==> config.mk <==
export PLATFORM = sky130hd
export DESIGN_NAME = board_shell
export DESIGN_NICKNAME = d
export VERILOG_FILES = /design/src/design/host_pkg.sv /design/src/design/av_pkg.sv /design/src/design/host_bus.sv /design/src/design/host_spi.sv /design/src/design/config_regs.sv /design/src/design/kbd_joy.sv /design/src/design/sigma_dac.sv /design/src/design/video_out.sv /design/src/design/board_shell.sv
export VERILOG_INCLUDE_DIRS = /design/src /design/src/design
export SDC_FILE = /design/constraint.sdc
export NUM_CORES = 1
export LEC_CHECK = 0
export ABC_CLOCK_PERIOD_IN_PS = 4600
export BUFFER_PORTS_ARGS = -buffer_cell sky130_fd_sc_hd__buf_2
export CORE_MARGIN = 5
export CORE_UTILIZATION = 45
export DETAILED_ROUTE_END_ITERATION = 7
export PLACE_DENSITY = 0.76
export SETUP_SLACK_MARGIN = 0.05
export SLEW_MARGIN = 20
export SYNTH_ARGS = -nofsm -noshare
export SYNTH_HDL_FRONTEND = slang
export SYNTH_SLANG_ARGS = --single-unit
==> constraint.sdc <==
create_clock -name clk_48 -period 4.6 [get_ports clk_48]
set_input_delay 0.92 -clock clk_48 [delete_from_list [all_inputs] [get_ports clk_48]]
set_output_delay 0.92 -clock clk_48 [all_outputs]
set_load 0.1 [all_outputs]
==> src/design/board_cfg.svh <==
`ifndef BOARD_CFG_SVH
`define BOARD_CFG_SVH

// returned to the host on a get-id frame
`define BOARD_CORE_TYPE 8'ha4

`define STATUS_W 32
`define DAC_W 8

// odd-line dimming, colour minus colour >> shift
`define DIM25_SHIFT 2
`define DIM50_SHIFT 1

`endif

==> src/design/host_pkg.sv <==
package host_pkg;

	// opcodes sent by the host in the first byte of a frame
	typedef enum logic [7:0] {
		CMD_GET_ID = 8'h00,
		CMD_BUT_SW = 8'h01,
		CMD_KBD    = 8'h05,
		CMD_STATUS = 8'h1e,
		CMD_NONE   = 8'hff   // anything we do not handle
	} host_cmd_e;

	// status word bits
	localparam int ST_RESET   = 0;
	localparam int ST_TEST    = 1;
	localparam int ST_SCAN_LO = 3;
	localparam int ST_SCAN_HI = 4;
	localparam int ST_RESET2  = 6;

	// button/switch byte, switches sit in [3:2] and are not used here
	localparam int BS_BTN_RESET  = 1;
	localparam int BS_SD_DISABLE = 4;

	// ps/2 prefixes
	localparam logic [7:0] KBD_BREAK = 8'hf0;
	localparam logic [7:0] KBD_EXT   = 8'he0;

	localparam int KJ_W = 10;
	localparam logic [3:0] KJ_RIGHT  = 4'd0;
	localparam logic [3:0] KJ_LEFT   = 4'd1;
	localparam logic [3:0] KJ_DOWN   = 4'd2;
	localparam logic [3:0] KJ_UP     = 4'd3;
	localparam logic [3:0] KJ_SERVE  = 4'd4;
	localparam logic [3:0] KJ_START1 = 4'd5;
	localparam logic [3:0] KJ_START2 = 4'd6;
	localparam logic [3:0] KJ_COIN   = 4'd7;
	localparam logic [3:0] KJ_ESC    = 4'd8;
	localparam logic [3:0] KJ_ENTER  = 4'd9;

endpackage

==> src/design/av_pkg.sv <==
package av_pkg;

	// scandoubler effect, straight from status[4:3]
	typedef enum logic [1:0] {
		SCAN_NONE  = 2'd0,
		SCAN_HQ2X  = 2'd1,   // decoded only, no filter behind it
		SCAN_CRT25 = 2'd2,
		SCAN_CRT50 = 2'd3
	} scan_mode_e;

	typedef logic [5:0] colour_t;   // one vga channel

endpackage

==> src/design/host_bus.sv <==
`timescale 1ns/1ps

interface host_bus;
	import host_pkg::*;

	host_cmd_e  cmd;      // opcode of the current frame
	logic [7:0] data;
	logic [1:0] index;    // byte number after the opcode
	logic       strobe;   // one cycle per data byte

	modport talker (
		output cmd,
		output data,
		output index,
		output strobe
	);

	modport listener (
		input cmd,
		input data,
		input index,
		input strobe
	);

endinterface

==> src/design/host_spi.sv <==
`timescale 1ns/1ps
`include "board_cfg.svh"

module host_spi (
	input  logic    clk_48,
	input  logic    rst_n,
	input  logic    spi_sck,
	input  logic    spi_di,
	input  logic    conf_data0,
	output logic    spi_do,
	host_bus.talker bus
);
	import host_pkg::*;

	localparam logic [7:0] CORE_ID = `BOARD_CORE_TYPE;

	logic [2:0] sck_q;   // [2] is last cycle's synced value
	logic [1:0] di_q;
	logic [1:0] ss_q;
	logic       sck_rise;
	logic       sck_fall;
	logic       active;
	logic [2:0] bit_cnt;
	logic [6:0] sreg;
	logic [7:0] rx_byte;
	logic       got_op;
	logic       byte_done;

	function automatic host_cmd_e decode(input logic [7:0] op);
		case (op)
			CMD_GET_ID, CMD_BUT_SW, CMD_KBD, CMD_STATUS: return host_cmd_e'(op);
			default: return CMD_NONE;
		endcase
	endfunction

	assign sck_rise  = sck_q[1] & ~sck_q[2];
	assign sck_fall  = ~sck_q[1] & sck_q[2];
	assign active    = ~ss_q[1];
	assign rx_byte   = {sreg, di_q[1]};
	assign byte_done = active & sck_rise & (bit_cnt == 3'd7);

	always_ff @(posedge clk_48 or negedge rst_n) begin
		if (!rst_n) begin
			sck_q <= '0;
			di_q  <= '0;
			ss_q  <= 2'b11;   // frame idle
		end else begin
			sck_q <= {sck_q[1:0], spi_sck};
			di_q  <= {di_q[0], spi_di};
			ss_q  <= {ss_q[0], conf_data0};
		end
	end

	always_ff @(posedge clk_48) begin
		if (sck_rise)
			sreg <= rx_byte[6:0];
		if (byte_done)
			bus.data <= rx_byte;
	end

	always_ff @(posedge clk_48 or negedge rst_n) begin
		if (!rst_n) begin
			bit_cnt    <= '0;
			got_op     <= 1'b0;
			bus.cmd    <= CMD_NONE;
			bus.index  <= '0;
			bus.strobe <= 1'b0;
			spi_do     <= 1'b0;
		end else begin
			bus.strobe <= byte_done & got_op;   // opcode byte gives no strobe
			if (!active) begin
				bit_cnt   <= '0;
				got_op    <= 1'b0;
				bus.index <= '0;
				spi_do    <= 1'b0;
			end else begin
				if (bus.strobe)
					bus.index <= bus.index + 2'd1;
				if (sck_rise) begin
					bit_cnt <= bit_cnt + 3'd1;
					if (bit_cnt == 3'd7 && !got_op) begin
						bus.cmd <= decode(rx_byte);
						got_op  <= 1'b1;
					end
				end
				// bit_cnt already points at the next bit, msb first
				if (sck_fall)
					spi_do <= (got_op && bus.cmd == CMD_GET_ID) ? CORE_ID[~bit_cnt] : 1'b0;
			end
		end
	end

	a_strobe_single: assert property (@(posedge clk_48) disable iff (!rst_n)
		bus.strobe |=> !bus.strobe);

endmodule

==> src/design/config_regs.sv <==
`timescale 1ns/1ps
`include "board_cfg.svh"

module config_regs (
	input  logic               clk_48,
	input  logic               rst_n,
	host_bus.listener          bus,
	output logic               core_reset_n,
	output logic               test_n,
	output av_pkg::scan_mode_e scan_mode,
	output logic               scandoubler_disable
);
	import host_pkg::*;
	import av_pkg::*;

	logic [`STATUS_W-1:0] status;
	logic [`STATUS_W-9:0] shadow;   // bytes 0..2 wait here for byte 3
	logic                 btn_reset;
	logic [1:0]           status_idx;   // index due on the next status byte
	logic                 status_wr;
	logic                 but_sw_wr;

	assign status_wr = bus.strobe && bus.cmd == CMD_STATUS;
	assign but_sw_wr = bus.strobe && bus.cmd == CMD_BUT_SW;

	always_ff @(posedge clk_48) begin
		if (status_wr && bus.index != 2'd3)
			shadow[{bus.index, 3'b000} +: 8] <= bus.data;
	end

	always_ff @(posedge clk_48 or negedge rst_n) begin
		if (!rst_n) begin
			status              <= '0;
			btn_reset           <= 1'b0;
			scandoubler_disable <= 1'b0;
			status_idx          <= '0;
		end else begin
			if (status_wr)
				status_idx <= bus.index + 2'd1;
			if (status_wr && bus.index == 2'd3)
				status <= {bus.data, shadow};   // lsb byte came first
			if (but_sw_wr) begin
				btn_reset           <= bus.data[BS_BTN_RESET];
				scandoubler_disable <= bus.data[BS_SD_DISABLE];
			end
		end
	end

	assign core_reset_n = ~(status[ST_RESET] | status[ST_RESET2] | btn_reset);
	assign test_n       = ~status[ST_TEST];
	assign scan_mode    = scan_mode_e'(status[ST_SCAN_HI:ST_SCAN_LO]);

	// status bytes arrive in index order
	a_status_index: assert property (@(posedge clk_48) disable iff (!rst_n)
		status_wr |-> bus.index == status_idx);

endmodule

==> src/design/kbd_joy.sv <==
`timescale 1ns/1ps

module kbd_joy (
	input  logic                   clk_48,
	input  logic                   rst_n,
	host_bus.listener              bus,
	output logic [host_pkg::KJ_W-1:0] kbjoy
);
	import host_pkg::*;

	logic       brk_pend;   // F0 seen
	logic       ext_pend;   // E0 seen
	logic       key_hit;
	logic [3:0] key_bit;
	logic       kbd_wr;

	assign kbd_wr = bus.strobe && bus.cmd == CMD_KBD;

	always_comb begin
		key_hit = 1'b1;
		key_bit = '0;
		case ({ext_pend, bus.data})
			{1'b0, 8'h29}: key_bit = KJ_SERVE;    // space
			{1'b0, 8'h16}: key_bit = KJ_START1;   // 1
			{1'b0, 8'h1e}: key_bit = KJ_START2;   // 2
			{1'b0, 8'h2e}: key_bit = KJ_COIN;     // 5
			{1'b0, 8'h76}: key_bit = KJ_ESC;
			{1'b0, 8'h5a}: key_bit = KJ_ENTER;
			{1'b1, 8'h74}: key_bit = KJ_RIGHT;
			{1'b1, 8'h6b}: key_bit = KJ_LEFT;
			{1'b1, 8'h72}: key_bit = KJ_DOWN;
			{1'b1, 8'h75}: key_bit = KJ_UP;
			default: key_hit = 1'b0;
		endcase
	end

	always_ff @(posedge clk_48 or negedge rst_n) begin
		if (!rst_n) begin
			brk_pend <= 1'b0;
			ext_pend <= 1'b0;
			kbjoy    <= '0;
		end else if (kbd_wr) begin
			if (bus.data == KBD_BREAK) begin
				brk_pend <= 1'b1;
			end else if (bus.data == KBD_EXT) begin
				ext_pend <= 1'b1;
			end else begin
				if (key_hit)
					kbjoy[key_bit] <= ~brk_pend;   // make sets, break clears
				brk_pend <= 1'b0;
				ext_pend <= 1'b0;
			end
		end
	end

endmodule

==> src/design/sigma_dac.sv <==
`timescale 1ns/1ps
`include "board_cfg.svh"

module sigma_dac (
	input  logic              clk_48,
	input  logic              rst_n,
	input  logic [`DAC_W-1:0] audio_in,
	output logic              audio_out
);

	logic [`DAC_W:0] acc;   // msb is the carry of the last add

	always_ff @(posedge clk_48 or negedge rst_n) begin
		if (!rst_n) begin
			acc       <= '0;
			audio_out <= 1'b0;
		end else begin
			acc       <= {1'b0, acc[`DAC_W-1:0]} + {1'b0, audio_in};
			audio_out <= acc[`DAC_W];
		end
	end

endmodule

==> src/design/video_out.sv <==
`timescale 1ns/1ps
`include "board_cfg.svh"

module video_out (
	input  logic               clk_48,
	input  logic               rst_n,
	input  logic               video_in,
	input  logic               hs_in,
	input  logic               vs_in,
	input  logic               hb_in,
	input  logic               vb_in,
	input  av_pkg::scan_mode_e scan_mode,
	input  logic               scandoubler_disable,
	output av_pkg::colour_t    vga_r,
	output av_pkg::colour_t    vga_g,
	output av_pkg::colour_t    vga_b,
	output logic               vga_hs,
	output logic               vga_vs
);
	import av_pkg::*;

	logic    hs_d;
	logic    vs_d;
	logic    odd_line;
	logic    dim;
	colour_t full;
	colour_t level;
	colour_t rgb_q;   // mono, all channels equal

	assign full = video_in ? colour_t'(6'd63) : colour_t'(6'd0);
	assign dim  = odd_line & ~scandoubler_disable;

	always_comb begin
		case (scan_mode)
			SCAN_CRT25: level = dim ? full - (full >> `DIM25_SHIFT) : full;
			SCAN_CRT50: level = dim ? full - (full >> `DIM50_SHIFT) : full;
			default:    level = full;   // none and hq2x pass through
		endcase
		if (hb_in | vb_in)
			level = '0;
	end

	always_ff @(posedge clk_48 or negedge rst_n) begin
		if (!rst_n) begin
			hs_d     <= 1'b0;
			vs_d     <= 1'b0;
			odd_line <= 1'b0;
			rgb_q    <= '0;
			vga_hs   <= 1'b0;
			vga_vs   <= 1'b0;
		end else begin
			hs_d <= hs_in;
			vs_d <= vs_in;
			if (vs_in & ~vs_d)
				odd_line <= 1'b0;   // new frame starts even
			else if (hs_in & ~hs_d)
				odd_line <= ~odd_line;
			rgb_q  <= level;
			vga_hs <= hs_in;
			vga_vs <= vs_in;
		end
	end

	assign vga_r = rgb_q;
	assign vga_g = rgb_q;
	assign vga_b = rgb_q;

	a_blank_black: assert property (@(posedge clk_48) disable iff (!rst_n)
		(hb_in || vb_in) |=> (vga_r == '0 && vga_g == '0 && vga_b == '0));

endmodule

==> src/design/board_shell.sv <==
`timescale 1ns/1ps
`include "board_cfg.svh"

module board_shell (
	input  logic              clk_48,
	input  logic              rst_n,
	input  logic              spi_sck,
	input  logic              spi_di,
	input  logic              conf_data0,
	output logic              spi_do,
	input  logic              video_in,
	input  logic              hs_in,
	input  logic              vs_in,
	input  logic              hb_in,
	input  logic              vb_in,
	input  logic [`DAC_W-1:0] audio_in,
	input  logic              lamp1_n,
	output logic [5:0]        vga_r,
	output logic [5:0]        vga_g,
	output logic [5:0]        vga_b,
	output logic              vga_hs,
	output logic              vga_vs,
	output logic              audio_l,
	output logic              audio_r,
	output logic              led,
	output logic              core_reset_n,
	output logic              test_n,
	output logic              coin1_n,
	output logic              coin2_n,
	output logic              start1_n,
	output logic              start2_n,
	output logic              serve_n
);
	import host_pkg::*;
	import av_pkg::*;

	scan_mode_e      scan_mode;
	logic            sd_disable;
	logic [KJ_W-1:0] kbjoy;

	host_bus bus ();

	host_spi u_spi (
		.clk_48(clk_48),
		.rst_n(rst_n),
		.spi_sck(spi_sck),
		.spi_di(spi_di),
		.conf_data0(conf_data0),
		.spi_do(spi_do),
		.bus(bus.talker)
	);

	config_regs u_cfg (
		.clk_48(clk_48),
		.rst_n(rst_n),
		.bus(bus.listener),
		.core_reset_n(core_reset_n),
		.test_n(test_n),
		.scan_mode(scan_mode),
		.scandoubler_disable(sd_disable)
	);

	kbd_joy u_kbd (
		.clk_48(clk_48),
		.rst_n(rst_n),
		.bus(bus.listener),
		.kbjoy(kbjoy)
	);

	sigma_dac u_dac (
		.clk_48(clk_48),
		.rst_n(rst_n),
		.audio_in(audio_in),
		.audio_out(audio_l)
	);

	video_out u_video (
		.clk_48(clk_48),
		.rst_n(rst_n),
		.video_in(video_in),
		.hs_in(hs_in),
		.vs_in(vs_in),
		.hb_in(hb_in),
		.vb_in(vb_in),
		.scan_mode(scan_mode),
		.scandoubler_disable(sd_disable),
		.vga_r(vga_r),
		.vga_g(vga_g),
		.vga_b(vga_b),
		.vga_hs(vga_hs),
		.vga_vs(vga_vs)
	);

	assign audio_r = audio_l;   // mono game
	assign led     = ~lamp1_n;

	// core controls are active low
	assign coin1_n  = ~kbjoy[KJ_COIN];
	assign coin2_n  = ~kbjoy[KJ_COIN];
	assign start1_n = ~kbjoy[KJ_START1];
	assign start2_n = ~kbjoy[KJ_START2];
	assign serve_n  = ~kbjoy[KJ_SERVE];

endmodule

Yosys cells after proc, flatten, opt, wreduce, memory -nomap -nowiden:

Memory sizes are Yosys's and may differ from the RTL's.
Cells that the tools add are included.

* add/subtract/negate cells: 6
* magnitude comparators: 3
* equal/unequal tests: 24
* shift-type cells: 2
* multiplexer cells: 28
* bitwise logic cells: 29
* reduce and logical (&&, ||, !) cells: 23

Operators by type and width (count)
* 9-bit == test, second input constant: 4
* 4-bit case mux with 9 select lines: 1
* 24-bit bitwise mux: 1
* 6-bit 2-to-1 mux: 4
* 8-bit by 7-bit variable shift with 24-bit output, first input constant: 1
* 8-bit by 7-bit variable part select with 24-bit output: 1
* 9-bit by 5-bit == test with 1-bit output, second input constant: 2
* 9-bit by 6-bit == test with 1-bit output, second input constant: 2
* 9-bit by 7-bit == test with 1-bit output, second input constant: 2
* 1-bit NOT: 17
* 8-bit by 1-bit == test with 1-bit output, second input constant: 2
* 8-bit by 3-bit == test with 1-bit output, second input constant: 2
* 8-bit by 5-bit == test with 1-bit output, second input constant: 2
* 8-bit == test, second input constant: 2
* 8-bit logical NOT: 2
* 1-bit 2-to-1 mux: 14
* 6-bit case mux with 2 select lines: 1
* 10-bit bitwise mux: 1
* 2-bit nonzero test: 5
* 10-bit OR reduction: 1
* 8-bit by 8-bit adder with 9-bit output: 1
* 1-bit bitwise AND: 8
* 1-bit logical AND: 8
* 8-bit 2-to-1 mux: 1
* 22 further kinds: 30

* flip-flop bits (word level): 102
* ROM bits: 8
* output and inout port bits: 31
* logic and storage cells: 140
* memories: 1

Memory list
* (no name shown): depth 8, width 1, read ports 1, clocked after memory_dff 0, write ports 0, RTL line host_spi.sv:88 `spi_do <= (got_op && bus.cmd == CMD_GET_ID) ? CORE_ID[~bit_cnt] : 1'b0;`

Longest topological paths before layout:

* depth after elaboration: 7
* mapped depth: 8
* mapped depth without buffers: 8

By module:

From an unflattened synthesis, not the netlist that was laid out.

* cells, all modules: 321
* area total of the unflattened synthesis: 3806.2 um^2

Modules (own cells, without submodules)
* host_spi: times used 1, cells each 90, area each 1372.6 um^2, seq. area each 1038.5 um^2
* kbd_joy: times used 1, cells each 100, area each 919.6 um^2, seq. area each 300.3 um^2
* config_regs: times used 1, cells each 41, area each 583.1 um^2, seq. area each 325.3 um^2
* sigma_dac: times used 1, cells each 52, area each 574.3 um^2, seq. area each 250.2 um^2
* video_out: times used 1, cells each 31, area each 322.8 um^2, seq. area each 150.1 um^2
* board_shell: times used 1, cells each 7, area each 33.8 um^2, seq. area each 0.0 um^2

Worst setup path after synthesis:

OpenSTA, ideal clock, no wires.

* path kind: register -> output
* start: reg u_cfg.status[6]
* end: out core_reset_n
* arrival: 2.428 ns
* data required time: 3.680 ns
* path slack: 1.252 ns
* stages on the path, launching flop included: 2
* cell sequence: dfrtp_1 nor3_1

* longest elaborated chain between the ends: 3

Ends and longest elaborated chain
* start, declared: RTL line config_regs.sv:16 `` logic [`STATUS_W-1:0] status; ``
* start signal, assigned: RTL line config_regs.sv:41 `status <= {bus.data, shadow};`
* 1-bit OR (2 in series): RTL line config_regs.sv:49 `assign core_reset_n = ~(status[ST_RESET] | status[ST_RESET2] | btn_reset);`
* 1-bit NOT: RTL line config_regs.sv:49
* end, declared: RTL line board_shell.sv:26 `output logic core_reset_n,`

Every way passes these cells.

Worst setup path in the final report:

* start: reg u_spi.sck_q[2]
* end: reg u_spi.bus.cmd[4]

* longest elaborated chain between the ends: 3

Ends and longest elaborated chain
* start, declared: RTL line host_spi.sv:17 `logic [2:0] sck_q;`
* start signal, assigned: RTL line host_spi.sv:48 `sck_q <= {sck_q[1:0], spi_sck};`
* 1-bit NOT: RTL line host_spi.sv:36 `assign sck_rise = sck_q[1] & ~sck_q[2];`
* 1-bit bitwise AND: RTL line host_spi.sv:36
* 3-bit AND reduction (no line)
* end signal, assigned: RTL line host_spi.sv:82 `bus.cmd <= decode(rx_byte);`
* end, declared: RTL line host_bus.sv:12 `output cmd,`

Every way passes these cells.
A chain may end at the register's enable or synchronous reset.

==> summary.txt <==
Final layout
  • Multi-input logic area: roughly 1100 um2
  • Diode count: 0
  • Non-filler cells, final: 404
  • Seq. cell area: 1910 um2
  • Fillers: 652
  • Final net count: 333
  • Layout area overhead: 12.7%
  • Fraction of layout cells with a size suffix above 1: 28.9%

Yosys
  • XOR/XNOR share of the synthesized area: ~1.9%
  • Mean post-synth cell area: 12.6 um2
  • Largest family of logic cells by synthesized area: simple AND/OR/NAND/NOR gates
  • Complex-gate fraction of the synthesized area: 8.79%
  • Top cells by area, synth: dfrtp_1 (32%), edfxtp_1 (18%), dfstp_2 (8.1%)
  • Adder-cell share of the synthesized area: 5.63%
  • Most frequent cell after synthesis: dfrtp_1
  • Post-synthesis mux area share: 3.93%
  • Most used DFF post-synth: dfrtp_1
  • Cell count after synthesis: 258
  • Synth Area in Simple Gates: a little over an eighth
  • Mapped Area: between 3000 and 4000 um2
  • Commonest cells in the netlist: dfrtp_1 (42), inv_1 (23), edfxtp_1 (20)
  • Yosys reg bits: 72
  • Post-synth ARST share: 72.2%
  • EDFF count, synth: 20
  • Post-synthesis sequential area ratio: roughly three fifths
  • Syn nets: 291
  • Yosys warns: 0
  • Synth top area share: 32.4%
  • Yosys cell types: 54
  • Dominant cell type by area after synthesis: dfrtp_1

STA
  • Slew @ Worst Pin: 984 ps
  • Slew margin rel.: 34.3%
  • Max frequency: around 0.41 GHz
  • Final worst setup slack: 2170 ps
  • RSZ-0062 raised after global routing: no
  • Post-layout min period: 2430 ps
  • Setup Viol. Count Final: 0
  • Max Slew Vio Count: 0
  • Clock skew: 6.85 ps
  • Final Hold Fails: 0
  • Fin crit share: 52.9%
  • TNS Setup: 0 ps

Global route
  • Vias in the first global route: 1957
  • Met1 Use GR: 15.9%
  • Met3 usage: 2.87%
  • Largest net degree at the start of global routing: 42
  • GRT met2 Usage: 20.4%
  • First-pass GRT wire length: 8830 um
  • Gr busiest metal: met2
  • Grt ovf: 0
  • All-Layer GR Usage: 12.8%
  • Initial antenna violation count: 0

Run
  • Max_cap viols: 0

Clock tree
  • Clk_lat worst skew: 340 ps
  • Clk root buf: clkbuf_8
  • Post-CTS Setup Repair Bufs: 0
  • CTS tree: built
  • CTS sink count: 72
  • CTS buffer count: 9
  • H-tree depth: 3
  • Clk slew on worst S/H paths: 70 ps
  • Cts repair resizes: 0
  • CTS Buffer Depth: 2
  • # hold bufs at CTS: 0

Floorplanning
  • Die Y: 94.9 um
  • Starting Density: 45.5%
  • FP Rows: 31
  • I/O pin cnt: 50
  • Core area: 7140 um2
  • DIE AREA: roughly 9000 um2
  • DIE WIDTH: 94.9 um

Min path
  • Hold WC Path Type: register to register

Drt
  • Vias: about 2k
  • DR iter-0 viols: 56
  • Post-DR vias/cell: 4.96
  • TritonRoute pass-1 iters: 5
  • Routed wire length: 5240 um
  • # DRC: 0
  • Routed len/inst: 13.0 um
  • Antenna-violating nets left: 0

Setup path
  • Critical Path Stages: 5
  • CP max-delay cell: nor2b_1
  • Req. time, crit path: 4870 ps
  • Worst setup EP type: register
  • Crit path largest cell delay: 760 ps
  • Worst Path Max Fanout: 12
  • Origin of the worst setup path: u_spi.sck_q[2]$_DFF_PN0_
  • Kind of critical path: register to register
  • Flop2flop setup slack: 2170 ps
  • Reg2reg start: u_spi.sck_q[2]$_DFF_PN0_
  • Worst R2R Path Depth: 5
  • Delay-heaviest family, CP: simple AND/OR/NAND/NOR gates
  • Crit path cell chain: nor2b_1 -> nand3b_1 -> nor2_2 -> nand3_1 -> o22a_1
  • Startpoint Class: register
  • Worst r2r dst: u_spi.bus.cmd[4]$_DFFE_PN1P_
  • Worst Setup EP: u_spi.bus.cmd[4]$_DFFE_PN1P_
  • WP buf/inv: 0
  • Critical Path AT: between 2000 and 3000 ps

Place
  • Input/output buffers: slightly below 50
  • Pre-CTS WS: just over 2000 ps
  • Final Wtd Congestion: 0.797
  • DPL Wire Length: 3810 um
  • Placed cell count: between 300 and 400

Power
  • Leakage power: about 1.7 nW
  • Worst vdd ir: 223 uV
  • Power Dens Cells: 431 nW/um2

Run status
  • Status: finished, final reports clean
==> state kept, by name (all words and copies together) (netlist names), 3 cells and up <==
name,cells
u_spi.sreg,7
u_video.vga_b,3
u_spi.bit_cnt,3
u_cfg.status,5
u_spi.bus.cmd,8
u_spi.bus.data,8
u_cfg.shadow,5
u_dac.acc,9
u_kbd.kbjoy,4
u_spi.sck_q,3
==> logic make-up (layout without fill, tap and decap cells) <==
group | Yosys count | in the layout
AND/OR/NAND/NOR | 74 | 74
flip-flops | 72 | 72
buffers and inverters | 42 | 89
AO/OA/AOI/OAI | 37 | 37
adder cells (fa/ha/maj) | 14 | 14
multiplexers | 12 | 12
XOR/XNOR | 7 | 7
==> where the power goes <==
part	total, mW	internal [mW]	switching [mW]
combinational	0.372	0.122	0.249
clock	0.463	0.245	0.218
sequential	0.741	0.717	0.0238
==> worst min-delay path by stage <==
stage                                  start                   endpoint  slack, ps  depth (start not counted)
finish              u_spi.sck_q[0]$_DFF_PN0_   u_spi.sck_q[1]$_DFF_PN0_        350                          0
global route         u_spi.di_q[0]$_DFF_PN0_    u_spi.di_q[1]$_DFF_PN0_        360                          0
CTS                 u_spi.sck_q[0]$_DFF_PN0_   u_spi.sck_q[1]$_DFF_PN0_        350                          0
detailed placement  u_spi.sck_q[0]$_DFF_PN0_   u_spi.sck_q[1]$_DFF_PN0_        330                          0
global placement    u_spi.sck_q[0]$_DFF_PN0_   u_spi.sck_q[1]$_DFF_PN0_        340                          0
floorplan             u_dac.acc[8]$_DFF_PN0_  u_dac.audio_out$_DFF_PN0_        330                          0
==> area by class of cell <==
| type | instances | area share (%) |
|---|---|---|
| tap | 99 | 3.39 |
| multi-input combinational | 144 | 30.1 |
| inverter | 23 | 2.36 |
| clock inverter | 5 | 1.30 |
| timing repair buffer | 50 | 6.91 |
| sequential | 72 | 52.3 |
| clock buffer | 11 | 3.59 |
==> worst reg2reg max path, delay by kind of cell (launching register included) <==
| family | cells | cell delay [ps] |
|---|---|---|
| AND/OR/NAND/NOR | 4 | 1700 |
| flip-flops | 1 | 400 |
| AO/OA/AOI/OAI | 1 | 260 |
==> routing by layer <==
layer  wire, um  share of wire (%)
met1       2390                 46
met2       2410                 46
met3        307                5.9
met4        122                2.3
met5          0                  0
==> through the flow <==
step	hold slack, ps	cell area [um2]	power, mW	util (%)
4_1_cts	352	3660	1.60	51.3
6_report	350	3660	1.58	51.3
2_1_floorplan	331	3250	1.06	-
3_5_place_dp	335	3480	1.13	48.8
5_1_grt	360	3660	1.67	51.3
3_3_place_gp	336	3480	1.11	48.8
==> layout by cell type, fill, tap and decap left out, drive strengths merged, types with 6 or more instances in the layout <==
| master | instances |
|---|---|
| a21oi | 6 |
| and2 | 7 |
| buf | 50 |
| clkbuf | 11 |
| dfrtp | 42 |
| dfstp | 10 |
| edfxtp | 20 |
| ha | 13 |
| inv | 23 |
| mux2 | 6 |
| mux2i | 6 |
| nand2 | 7 |
| nor2 | 19 |
| nor3b | 6 |
| xnor2 | 6 |
Note: power is estimated with default switching activity, not from simulation.
